## src/source/pifo_pkg.sv

```systemverilog
package pifo_pkg;

   // ------------------------------
   // Widths
   // ------------------------------
   localparam int VALUE_W = 16;   // Priority value
   localparam int COUNT_W = 10;   // Subtree item count
   localparam int ADDR_W  = 20;   // SRAM row / node address
   localparam int FANOUT  = 4;    // Slots per row, children per node

   // ------------------------------
   // Types
   // ------------------------------
   typedef logic [VALUE_W-1:0]        value_t;
   typedef logic [COUNT_W-1:0]        count_t;
   typedef logic [ADDR_W-1:0]         addr_t;
   typedef logic [$clog2(FANOUT)-1:0] slot_idx_t;

   // Count sits above the value inside a slot
   typedef struct packed {
      count_t count;
      value_t value;
   } slot_t;

   // Slot 0 in the low bits of the row
   typedef slot_t [FANOUT-1:0] row_t;

   // Value held by a slot with nothing in it
   localparam value_t EMPTY_VALUE = '1;

   // ------------------------------
   // Node sequencer states
   // ------------------------------
   typedef enum logic [1:0] {
      IDLE = 2'b00,
      PUSH = 2'b01,   // Row back from SRAM, push update
      POP  = 2'b11,   // Row back from SRAM, pop update
      WB   = 2'b10    // Write settles, accepts like IDLE
   } node_state_t;

endpackage

```

## src/source/pifo_min_select.sv

```systemverilog
`timescale 1ns/100ps

module pifo_min_select #(
   parameter type elem_t = pifo_pkg::value_t
) (
   input  elem_t                    i_elems [pifo_pkg::FANOUT],
   output pifo_pkg::slot_idx_t      o_min_idx
);

   elem_t               min_elem;   // Running minimum
   pifo_pkg::slot_idx_t min_idx;

   // Linear scan from slot 0
   // Strict compare keeps the earlier slot on a tie
   always_comb begin
      min_elem = i_elems[0];
      min_idx  = '0;
      for (int i = 1; i < pifo_pkg::FANOUT; i++) begin
         if (i_elems[i] < min_elem) begin
            min_elem = i_elems[i];
            min_idx  = pifo_pkg::slot_idx_t'(i);
         end
      end
   end

   assign o_min_idx = min_idx;

endmodule

```

## src/source/pifo_node.sv

```systemverilog
`timescale 1ns/100ps

module pifo_node (
   input  logic                     i_clk,
   input  logic                     i_arst_n,

   // Parent
   input  logic                     i_push,
   input  logic                     i_pop,
   input  pifo_pkg::value_t         i_push_data,
   input  pifo_pkg::addr_t          i_my_addr,
   output pifo_pkg::value_t         o_pop_data,

   // Child
   output logic                     o_push,
   output pifo_pkg::value_t         o_push_data,
   output logic                     o_pop,
   input  pifo_pkg::value_t         i_pop_data,
   output pifo_pkg::addr_t          o_child_addr,

   // SRAM
   output logic                     o_read,
   input  pifo_pkg::row_t           i_read_data,
   output logic                     o_write,
   output pifo_pkg::row_t           o_write_data,
   output pifo_pkg::addr_t          o_read_addr,
   output pifo_pkg::addr_t          o_write_addr
);

   pifo_pkg::node_state_t state;
   pifo_pkg::value_t      push_value;   // Captured parent push value
   pifo_pkg::addr_t       node_addr;    // Captured row address

   pifo_pkg::row_t        push_row;
   pifo_pkg::row_t        pop_row;
   pifo_pkg::slot_idx_t   push_slot;
   pifo_pkg::slot_idx_t   pop_slot;
   logic                  push_down;
   logic                  pop_down;
   pifo_pkg::value_t      push_down_value;
   pifo_pkg::value_t      min_value;

   pifo_node_ctrl u_ctrl (
      .i_clk        (i_clk),
      .i_arst_n     (i_arst_n),
      .i_push       (i_push),
      .i_pop        (i_pop),
      .i_push_data  (i_push_data),
      .i_my_addr    (i_my_addr),
      .o_state      (state),
      .o_push_value (push_value),
      .o_node_addr  (node_addr),
      .o_read       (o_read),
      .o_read_addr  (o_read_addr)
   );

   // Row arrives straight from SRAM, no local copy
   pifo_row_update u_row_update (
      .i_row              (i_read_data),
      .i_push_value       (push_value),
      .i_pop_data         (i_pop_data),
      .o_push_row         (push_row),
      .o_pop_row          (pop_row),
      .o_push_slot        (push_slot),
      .o_pop_slot         (pop_slot),
      .o_push_down        (push_down),
      .o_pop_down         (pop_down),
      .o_push_down_value  (push_down_value),
      .o_min_value        (min_value)
   );

   pifo_node_port u_port (
      .i_state            (state),
      .i_node_addr        (node_addr),
      .i_push_row         (push_row),
      .i_pop_row          (pop_row),
      .i_push_slot        (push_slot),
      .i_pop_slot         (pop_slot),
      .i_push_down        (push_down),
      .i_pop_down         (pop_down),
      .i_push_down_value  (push_down_value),
      .i_min_value        (min_value),
      .o_write            (o_write),
      .o_write_data       (o_write_data),
      .o_write_addr       (o_write_addr),
      .o_push             (o_push),
      .o_push_data        (o_push_data),
      .o_pop              (o_pop),
      .o_pop_data         (o_pop_data),
      .o_child_addr       (o_child_addr)
   );

endmodule

```

## src/source/pifo_node_ctrl.sv

```systemverilog
`timescale 1ns/100ps

module pifo_node_ctrl (
   input  logic                     i_clk,
   input  logic                     i_arst_n,
   input  logic                     i_push,
   input  logic                     i_pop,
   input  pifo_pkg::value_t         i_push_data,
   input  pifo_pkg::addr_t          i_my_addr,
   output pifo_pkg::node_state_t    o_state,
   output pifo_pkg::value_t         o_push_value,
   output pifo_pkg::addr_t          o_node_addr,
   output logic                     o_read,
   output pifo_pkg::addr_t          o_read_addr
);

   pifo_pkg::node_state_t state;
   pifo_pkg::node_state_t state_nxt;
   logic                  can_accept;   // State allows a new command
   logic                  one_cmd;      // Exactly one of push / pop
   logic                  accept;
   pifo_pkg::value_t      push_value;
   pifo_pkg::addr_t       node_addr;

   // ------------------------------
   // Command acceptance
   // ------------------------------
   // POP cycle owns the child port, anything offered then is dropped
   assign can_accept = (state != pifo_pkg::POP);
   assign one_cmd    = i_push ^ i_pop;
   assign accept     = can_accept & one_cmd;

   always_comb begin
      state_nxt = pifo_pkg::IDLE;
      if (state == pifo_pkg::POP) begin
         state_nxt = pifo_pkg::WB;            // Always one cycle of write-back
      end else if (accept) begin
         if (i_push) begin
            state_nxt = pifo_pkg::PUSH;
         end else begin
            state_nxt = pifo_pkg::POP;
         end
      end
   end

   // ------------------------------
   // State register
   // ------------------------------
   always_ff @(posedge i_clk or negedge i_arst_n) begin
      if (!i_arst_n) begin
         state <= pifo_pkg::IDLE;
      end else begin
         state <= state_nxt;
      end
   end

   // Address is needed by both paths, the value only by a push
   always_ff @(posedge i_clk) begin
      if (accept) begin
         node_addr <= i_my_addr;
      end
      if (accept && i_push) begin
         push_value <= i_push_data;
      end
   end

   // ------------------------------
   // Outputs
   // ------------------------------
   assign o_state      = state;
   assign o_push_value = push_value;
   assign o_node_addr  = node_addr;

   // SRAM read issued in the accepting cycle, data back next cycle
   assign o_read       = accept;
   assign o_read_addr  = i_my_addr;

endmodule

```

## src/source/pifo_node_port.sv

```systemverilog
`timescale 1ns/100ps

module pifo_node_port (
   input  pifo_pkg::node_state_t    i_state,
   input  pifo_pkg::addr_t          i_node_addr,
   input  pifo_pkg::row_t           i_push_row,
   input  pifo_pkg::row_t           i_pop_row,
   input  pifo_pkg::slot_idx_t      i_push_slot,
   input  pifo_pkg::slot_idx_t      i_pop_slot,
   input  logic                     i_push_down,
   input  logic                     i_pop_down,
   input  pifo_pkg::value_t         i_push_down_value,
   input  pifo_pkg::value_t         i_min_value,
   output logic                     o_write,
   output pifo_pkg::row_t           o_write_data,
   output pifo_pkg::addr_t          o_write_addr,
   output logic                     o_push,
   output pifo_pkg::value_t         o_push_data,
   output logic                     o_pop,
   output pifo_pkg::value_t         o_pop_data,
   output pifo_pkg::addr_t          o_child_addr
);

   pifo_pkg::addr_t child_base;   // First child of this node

   assign child_base = pifo_pkg::addr_t'(i_node_addr * pifo_pkg::FANOUT);

   // ------------------------------
   // Output select by state
   // ------------------------------
   always_comb begin
      // Inactive values, also used in IDLE and WB
      o_write      = 1'b0;
      o_write_data = '0;
      o_push       = 1'b0;
      o_push_data  = '0;
      o_pop        = 1'b0;
      o_pop_data   = '1;
      o_child_addr = '1;

      case (i_state)
         pifo_pkg::PUSH: begin
            o_write      = 1'b1;
            o_write_data = i_push_row;
            o_push       = i_push_down;
            o_push_data  = i_push_down ? i_push_down_value : '0;
            o_child_addr = child_base + pifo_pkg::addr_t'(i_push_slot);
         end
         pifo_pkg::POP: begin
            o_write      = 1'b1;
            o_write_data = i_pop_row;
            o_pop        = i_pop_down;      // Low when the subtree is empty
            o_pop_data   = i_min_value;
            o_child_addr = child_base + pifo_pkg::addr_t'(i_pop_slot);
         end
         default: begin
         end
      endcase
   end

   assign o_write_addr = i_node_addr;   // Same row that was read

endmodule

```

## src/source/pifo_row_update.sv

```systemverilog
`timescale 1ns/100ps

module pifo_row_update (
   input  pifo_pkg::row_t           i_row,
   input  pifo_pkg::value_t         i_push_value,
   input  pifo_pkg::value_t         i_pop_data,
   output pifo_pkg::row_t           o_push_row,
   output pifo_pkg::row_t           o_pop_row,
   output pifo_pkg::slot_idx_t      o_push_slot,
   output pifo_pkg::slot_idx_t      o_pop_slot,
   output logic                     o_push_down,
   output logic                     o_pop_down,
   output pifo_pkg::value_t         o_push_down_value,
   output pifo_pkg::value_t         o_min_value
);

   pifo_pkg::count_t    counts [pifo_pkg::FANOUT];
   pifo_pkg::value_t    values [pifo_pkg::FANOUT];
   pifo_pkg::slot_idx_t push_slot;
   pifo_pkg::slot_idx_t pop_slot;

   pifo_pkg::slot_t     push_old;   // Slot picked for the push
   pifo_pkg::slot_t     pop_old;    // Slot holding the row minimum
   logic                occupied;
   logic                new_wins;   // New value goes into the slot

   // Split row into count and value lanes
   always_comb begin
      for (int i = 0; i < pifo_pkg::FANOUT; i++) begin
         counts[i] = i_row[i].count;
         values[i] = i_row[i].value;
      end
   end

   // ------------------------------
   // Slot selection
   // ------------------------------
   // Push balances the tree, goes to the lightest subtree
   pifo_min_select #(
      .elem_t (pifo_pkg::count_t)
   ) u_min_count (
      .i_elems   (counts),
      .o_min_idx (push_slot)
   );

   // Pop takes the smallest value in the row
   pifo_min_select #(
      .elem_t (pifo_pkg::value_t)
   ) u_min_value (
      .i_elems   (values),
      .o_min_idx (pop_slot)
   );

   assign push_old = i_row[push_slot];
   assign pop_old  = i_row[pop_slot];

   // ------------------------------
   // Push update
   // ------------------------------
   assign occupied = (push_old.value != pifo_pkg::EMPTY_VALUE);
   assign new_wins = !occupied || (i_push_value < push_old.value);   // Equal keeps stored

   always_comb begin
      o_push_row = i_row;
      o_push_row[push_slot].count = push_old.count + pifo_pkg::count_t'(1);
      if (new_wins) begin
         o_push_row[push_slot].value = i_push_value;
      end else begin
         o_push_row[push_slot].value = push_old.value;
      end
   end

   // Loser of the compare moves down a level
   always_comb begin
      if (new_wins) begin
         o_push_down_value = push_old.value;
      end else begin
         o_push_down_value = i_push_value;
      end
   end

   assign o_push_down = occupied;   // Empty slot absorbs the item

   // ------------------------------
   // Pop update
   // ------------------------------
   always_comb begin
      o_pop_row  = i_row;
      o_pop_down = 1'b0;
      if (pop_old.count != '0) begin
         // Refill from the child subtree
         o_pop_row[pop_slot].value = i_pop_data;
         o_pop_row[pop_slot].count = pop_old.count - pifo_pkg::count_t'(1);
         o_pop_down                = 1'b1;
      end else begin
         o_pop_row[pop_slot].value = pifo_pkg::EMPTY_VALUE;   // Nothing below
      end
   end

   assign o_min_value = pop_old.value;
   assign o_push_slot = push_slot;
   assign o_pop_slot  = pop_slot;

endmodule

```

## config.mk

```make
export PLATFORM = sky130hd
export DESIGN_NAME = pifo_node
export DESIGN_NICKNAME = d
export VERILOG_FILES = /design/src/source/pifo_pkg.sv /design/src/source/pifo_min_select.sv /design/src/source/pifo_node.sv /design/src/source/pifo_node_ctrl.sv /design/src/source/pifo_node_port.sv /design/src/source/pifo_row_update.sv
export SDC_FILE = /design/constraint.sdc
export NUM_CORES = 1
export LEC_CHECK = 0
export ABC_CLOCK_PERIOD_IN_PS = 10660
export BUFFER_PORTS_ARGS = -buffer_cell sky130_fd_sc_hd__buf_2
export CORE_MARGIN = 5
export CORE_UTILIZATION = 50
export DETAILED_ROUTE_END_ITERATION = 8
export PLACE_DENSITY = 0.78
export SYNTH_ARGS = -nofsm -noshare
export SYNTH_HDL_FRONTEND = slang
export SYNTH_HIERARCHICAL = 1
export SYNTH_SLANG_ARGS = --single-unit
export TNS_END_PERCENT = 20
```

## constraint.sdc

```tcl
create_clock -name i_clk -period 10.66 [get_ports i_clk]
set_input_delay 1.066 -clock i_clk [delete_from_list [all_inputs] [get_ports i_clk]]
set_output_delay 1.066 -clock i_clk [all_outputs]
set_load 0.05 [all_outputs]
```

# Word level (Yosys, flattened, before mapping)
# Cells that the tools add are included.
[totals]
output_inout_bits = 200
register_bits = 38
[op_classes]
add_sub_neg = 4
muxes = 43
order_cmp = 11
n_reduce_logical = 7
n_bitwise = 2
eq_ne = 4
[ops]
columns = ["cell", "n"]
rows = [
  ["104-bit bitwise mux", 6],
  ["26-bit demux with 2-bit select", 4],
  ["104-bit 2-to-1 mux", 2],
  ["104-bit case mux with 2 select lines", 1],
  ["16-bit 2-to-1 mux", 8],
  ["26-bit binary-select mux with 2-bit select", 2],
  ["26-bit 2-to-1 mux", 4],
  ["16-bit less-than comparator", 4],
  ["20-bit by 2-bit adder with 20-bit output", 2],
  ["20-bit case mux with 2 select lines", 1],
  ["10-bit less-than comparator", 3],
  ["10-bit 2-to-1 mux", 2],
  ["16-bit != test, second input constant", 1],
  ["2-bit 2-to-1 mux", 7],
  ["10-bit by 1-bit adder with 10-bit output, second input constant", 1],
  ["10-bit nonzero test", 1],
  ["10-bit by 1-bit subtractor with 10-bit output, second input constant", 1],
  ["2-bit by 3-bit less-than comparator with 1-bit output, second input constant", 2],
  ["1-bit 2-to-1 mux", 6],
  ["2-bit by 1-bit greater-or-equal comparator with 1-bit output, second input constant", 2],
  ["1-bit logical AND", 3],
  ["2-bit by 1-bit == test with 1-bit output, second input constant", 1],
  ["2-bit == test, second input constant", 1],
  ["2-bit != test, second input constant", 1],
  ["other kinds (5)", 5],
]

# Longest topological paths before layout
[depth]
depth_word = 14
depth_mapped = 38
depth_no_buf = 33

# Modules after synthesis
# The synthesis kept the hierarchy.
[modules_own_cells]
columns = ["mod", "cells_each", "seq_area_each_um2", "area_per_inst_um2", "instances"]
rows = [
  ["pifo_row_update", 780, 0.0, 5361.4, 1],
  ["pifo_node_port", 315, 0.0, 2372.3, 1],
  ["pifo_min_select at u_row_update.u_min_value", 204, 0.0, 1666.6, 1],
  ["pifo_node_ctrl", 64, 1131.1, 1315.0, 1],
  ["pifo_min_select at u_row_update.u_min_count", 126, 0.0, 934.6, 1],
]

# Least setup slack after synthesis
# Ideal clock, no wire load.
[synth_path]
path_kind = "input port to output port"
start = "input port i_read_data[9] (netlist name)"
end = "output port o_write_data[62] (netlist name)"
path_slack_ps = 530
t_required_ps = 9594
path_stages = 38
path_buffers = 7
arrival_ps = 9064
path_cell_list = "inv_1 ha_1 a21o_1 a221o_1 a21o_1 or3_1 buf_2 buf_6 mux2i_1 ha_1 a21oi_1 o21a_1 o221ai_1 and2b_2 a21oi_4 buf_12 mux2_4 ha_1 [... 2 more ...] o21ai_0 a21o_1 a31oi_1 o21ai_0 o21ai_0 buf_2 buf_6 mux4_2 inv_1 ha_1 nor3b_2 and3_1 buf_4 buf_4 nor2_1 o21ai_0 mux2i_1 nor2b_1"
[synth_lines]
columns = ["item", "line", "rtl"]
rows = [
  ["start: declaration", "pifo_node.sv:23", "input pifo_pkg::row_t i_read_data,"],
  ["end: declaration", "pifo_node.sv:25", "output pifo_pkg::row_t o_write_data,"],
]

==> flow_summary_export.csv <==
group,metric,value,unit
worst_setup_path,r2r_setup_slack,9.02,ns
sta,worst_slew_pin_slew,0.7786,ns
sta,setup_tns,0,ns
worst_setup_path,endpoint_kind,"output pin",
power_and_ir_drop,design_power_total,0.002448,W
placement,gp_congestion,1.095,
worst_setup_path,startpoint_type,"primary input",
synth,seq_area_frac_synth,9.709,%
floorplanning,initial_utilization,51.15,%
sta,period_minus_slack,10.39,ns
floorplanning,core_area,22780,um2
layout,drive_above_1_share,32.94,%
layout,syn_to_final_growth,20.16,%
global_routing,grt_pass1_wl,79.61,mm
worst_setup_path,cp.arrival,9.32,ns
synth,ys_ff_latch,38,
drt,initialDrtViolationCount,1705,
floorplanning,die_area,26450,um2
global_routing,grt_start_max_net_pins,72,
synth,synth-async-reset-ratio,5.263,%
outcome,status,"completed",
worst_setup_path,cp_max_fo,19,
drt,drt-total-wl,54.12,mm
clock_tree,clk_path_buf_depth,2,
worst_setup_path,crit_top_cell,"ha_1",
layout,final_area,14000,um2
clock_tree,clk_latency,0.28,ns
synth,syn_nets,1738,
synth,syn_inst,1489,
floorplanning,die_y,162.6,um
drt,drc,0,
clock_tree,cts_buffers,5,
global_routing,antenna_found_initial,3,
drt,routed_via_density,6.481,
synth,yosysWarnings,6,
synth,synth.largest_area_cell,"mux2i_1",
synth,synth_ff_type,"edfxtp_1",
clock_tree,clock-root-buffer,"clkbuf_16",
sta,hold_viol_final,0,
worst_setup_path,worst-setup-path-type,"in -> out",
global_routing,gr-total-overflow,0,
clock_tree,htree_num_levels,2,
sta,min_period_over_period,97.45,%
sta,maxSlewViolCount,0,
synth,syn_area_per_cell,7.824,um2
placement,postPlaceCellArea,13630,um2
drt,dr.pass1.iters,6,
synth,synth_most_common_cell,"nand2_1",
sta,fmaxAchievable,96.26,MHz
synth,synth_top_area_share,10.57,%
min_path,hp-class,"in -> async",
drt,vias,13530,
layout,nets,2021,
placement,portBuffers,359,
clock_tree,holdBufCountCts,0,
floorplanning,io_pins,360,
synth,synth-edff-count,36,
synth,synth.distinct_cells,75,
global_routing,track_usage,38.80,%
drt,ant_nets,0,
worst_setup_path,slowest_stage,"mux4_2",
worst_setup_path,worstPathRequired,9.59,ns
clock_tree,cts_tree,"built",
flow_run,max_cap_viol_count,0,
floorplanning,die_width,162.6,um
clock_tree,clkTransAtPathRegs,0.06,ns
synth,synth_area_leaders,"mux2i_1 11%, ha_1 9.6%, edfxtp_1 9.3%",
drt,routedWlPerCell,25.92,um
power_and_ir_drop,p_per_area,174.8,nW/um2
sta,finClkSkew,0.003333,ns
clock_tree,cts.sinks,38,
worst_setup_path,max_stage_delay,0.60,ns
floorplanning,fp-row-count,55,
synth,netlist_area,11650,um2
sta,max_slew_margin,47.90,%
placement,dpl.hpwl,41.70,mm
power_and_ir_drop,vdd.ir_drop.worst,214.0,uV
sta,timing.final.setup_violations,0,
global_routing,grt_pass1_vias,13100,
synth,synth_top_cells_by_count,"189 x nand2_1, 123 x mux2i_1, 107 x nor2b_1, 99 x o21ai_0, 89 x ha_1",
power_and_ir_drop,p_leak,6.557,nW
==> worst paths after layout <==
| check | start | endpoint | depth (start not counted) |
|---|---|---|---|
| worst max-delay path | i_read_data[9] | o_write_data[81] | 36 |
| worst min-delay path | i_arst_n | u_ctrl/o_state[0] | 1 |
| worst max register to register | u_ctrl/o_state[0] | u_ctrl/o_push_value[7] | 2 |
| worst min register to register | u_ctrl/o_state[1] | u_ctrl/o_state[1] | 2 |
| max in group asynchronous | i_arst_n | u_ctrl/o_state[1] | 1 |
| min in group i_clk | i_push_data[3] | u_ctrl/o_push_value[3] | 1 |
==> cell usage in the layout (no fill, tap or decap), types with 36 or more instances in the layout <==
master	n
a21oi_1	65
buf_2	348
buf_4	77
edfxtp_1	36
ha_1	89
inv_1	78
mux2i_1	119
mux4_2	44
nand2_1	188
nor2_1	87
nor2b_1	106
o21ai_0	91
o22ai_1	64
o41ai_1	64
==> per-layer routing <==
metal  GRT usage, %  share of wire (%)  vias up
li1               -                  -     5981
met1          51.96                 39     6337
met2          59.51                 43     1052
met3          10.60                 13      159
met4          15.17                4.0        4
met5         0.9470              0.068        -
==> stage by stage <==
stage	worst slack (ns)	std cells	utilization, %	hold slack (ns)
5_1_grt	-0.03720	2088	61.46	0.5645
3_3_place_gp	-0.3369	2073	59.83	0.8647
2_1_floorplan	0.5298	1489	-	0.4886
6_report	0.2717	2088	61.46	0.5679
3_5_place_dp	-0.1144	2073	59.83	0.8661
4_1_cts	0.02342	2081	60.68	0.5650
==> cell families after synthesis <==
kind of cell,count (synthesis),synth area share [%]
buf+inv,244,10.83
flops,38,9.709
compound gates,361,19.92
fa+ha+maj,89,9.559
xor+xnor,32,2.406
simple gates,510,21.90
mux,215,25.68
==> cell type report <==
type | instances | area (um2)
fill | 2039 | 8780
clock inverter | 3 | 63.81
clock buffer | 5 | 125.1
antenna | 2 | 5.005
inverter | 78 | 292.8
tap | 313 | 391.6
sequential | 38 | 1139
multi-input combinational | 1207 | 9410
timing repair buffer | 442 | 2571
==> repair_timing <==
item	4_1_cts	5_1_grt
endpoints found under the setup margin	56	108
endpoints found under the hold margin	0	0
setup buffers	0	5
pin swaps	0	3
resized for setup	1	43
==> registers in the layout, indices dropped and copies added (netlist names) <==
register and cells:
u_ctrl/o_node_addr 20, u_ctrl/o_state 2, u_ctrl/o_push_value 16
==> critical path, delay by kind of cell <==
kind | cells | cell delay, ns
AOI/OAI and AO/OA | 15 | 2.93
adders and majority gates | 4 | 1.11
buffers and inverters | 7 | 1.20
muxes | 4 | 1.30
and+or+nand+nor | 6 | 1.69
==> where the power goes <==
group / total [W] / leakage, nW / internal (W) / switching (W)
Combinational: 0.00205 / 6.10 / 0.000709 / 0.00134
Clock: 0.000189 / 0.0915 / 0.000133 / 0.0000559
Sequential: 0.000207 / 0.365 / 0.000179 / 0.0000286
Power figures use the tool's default switching activity.
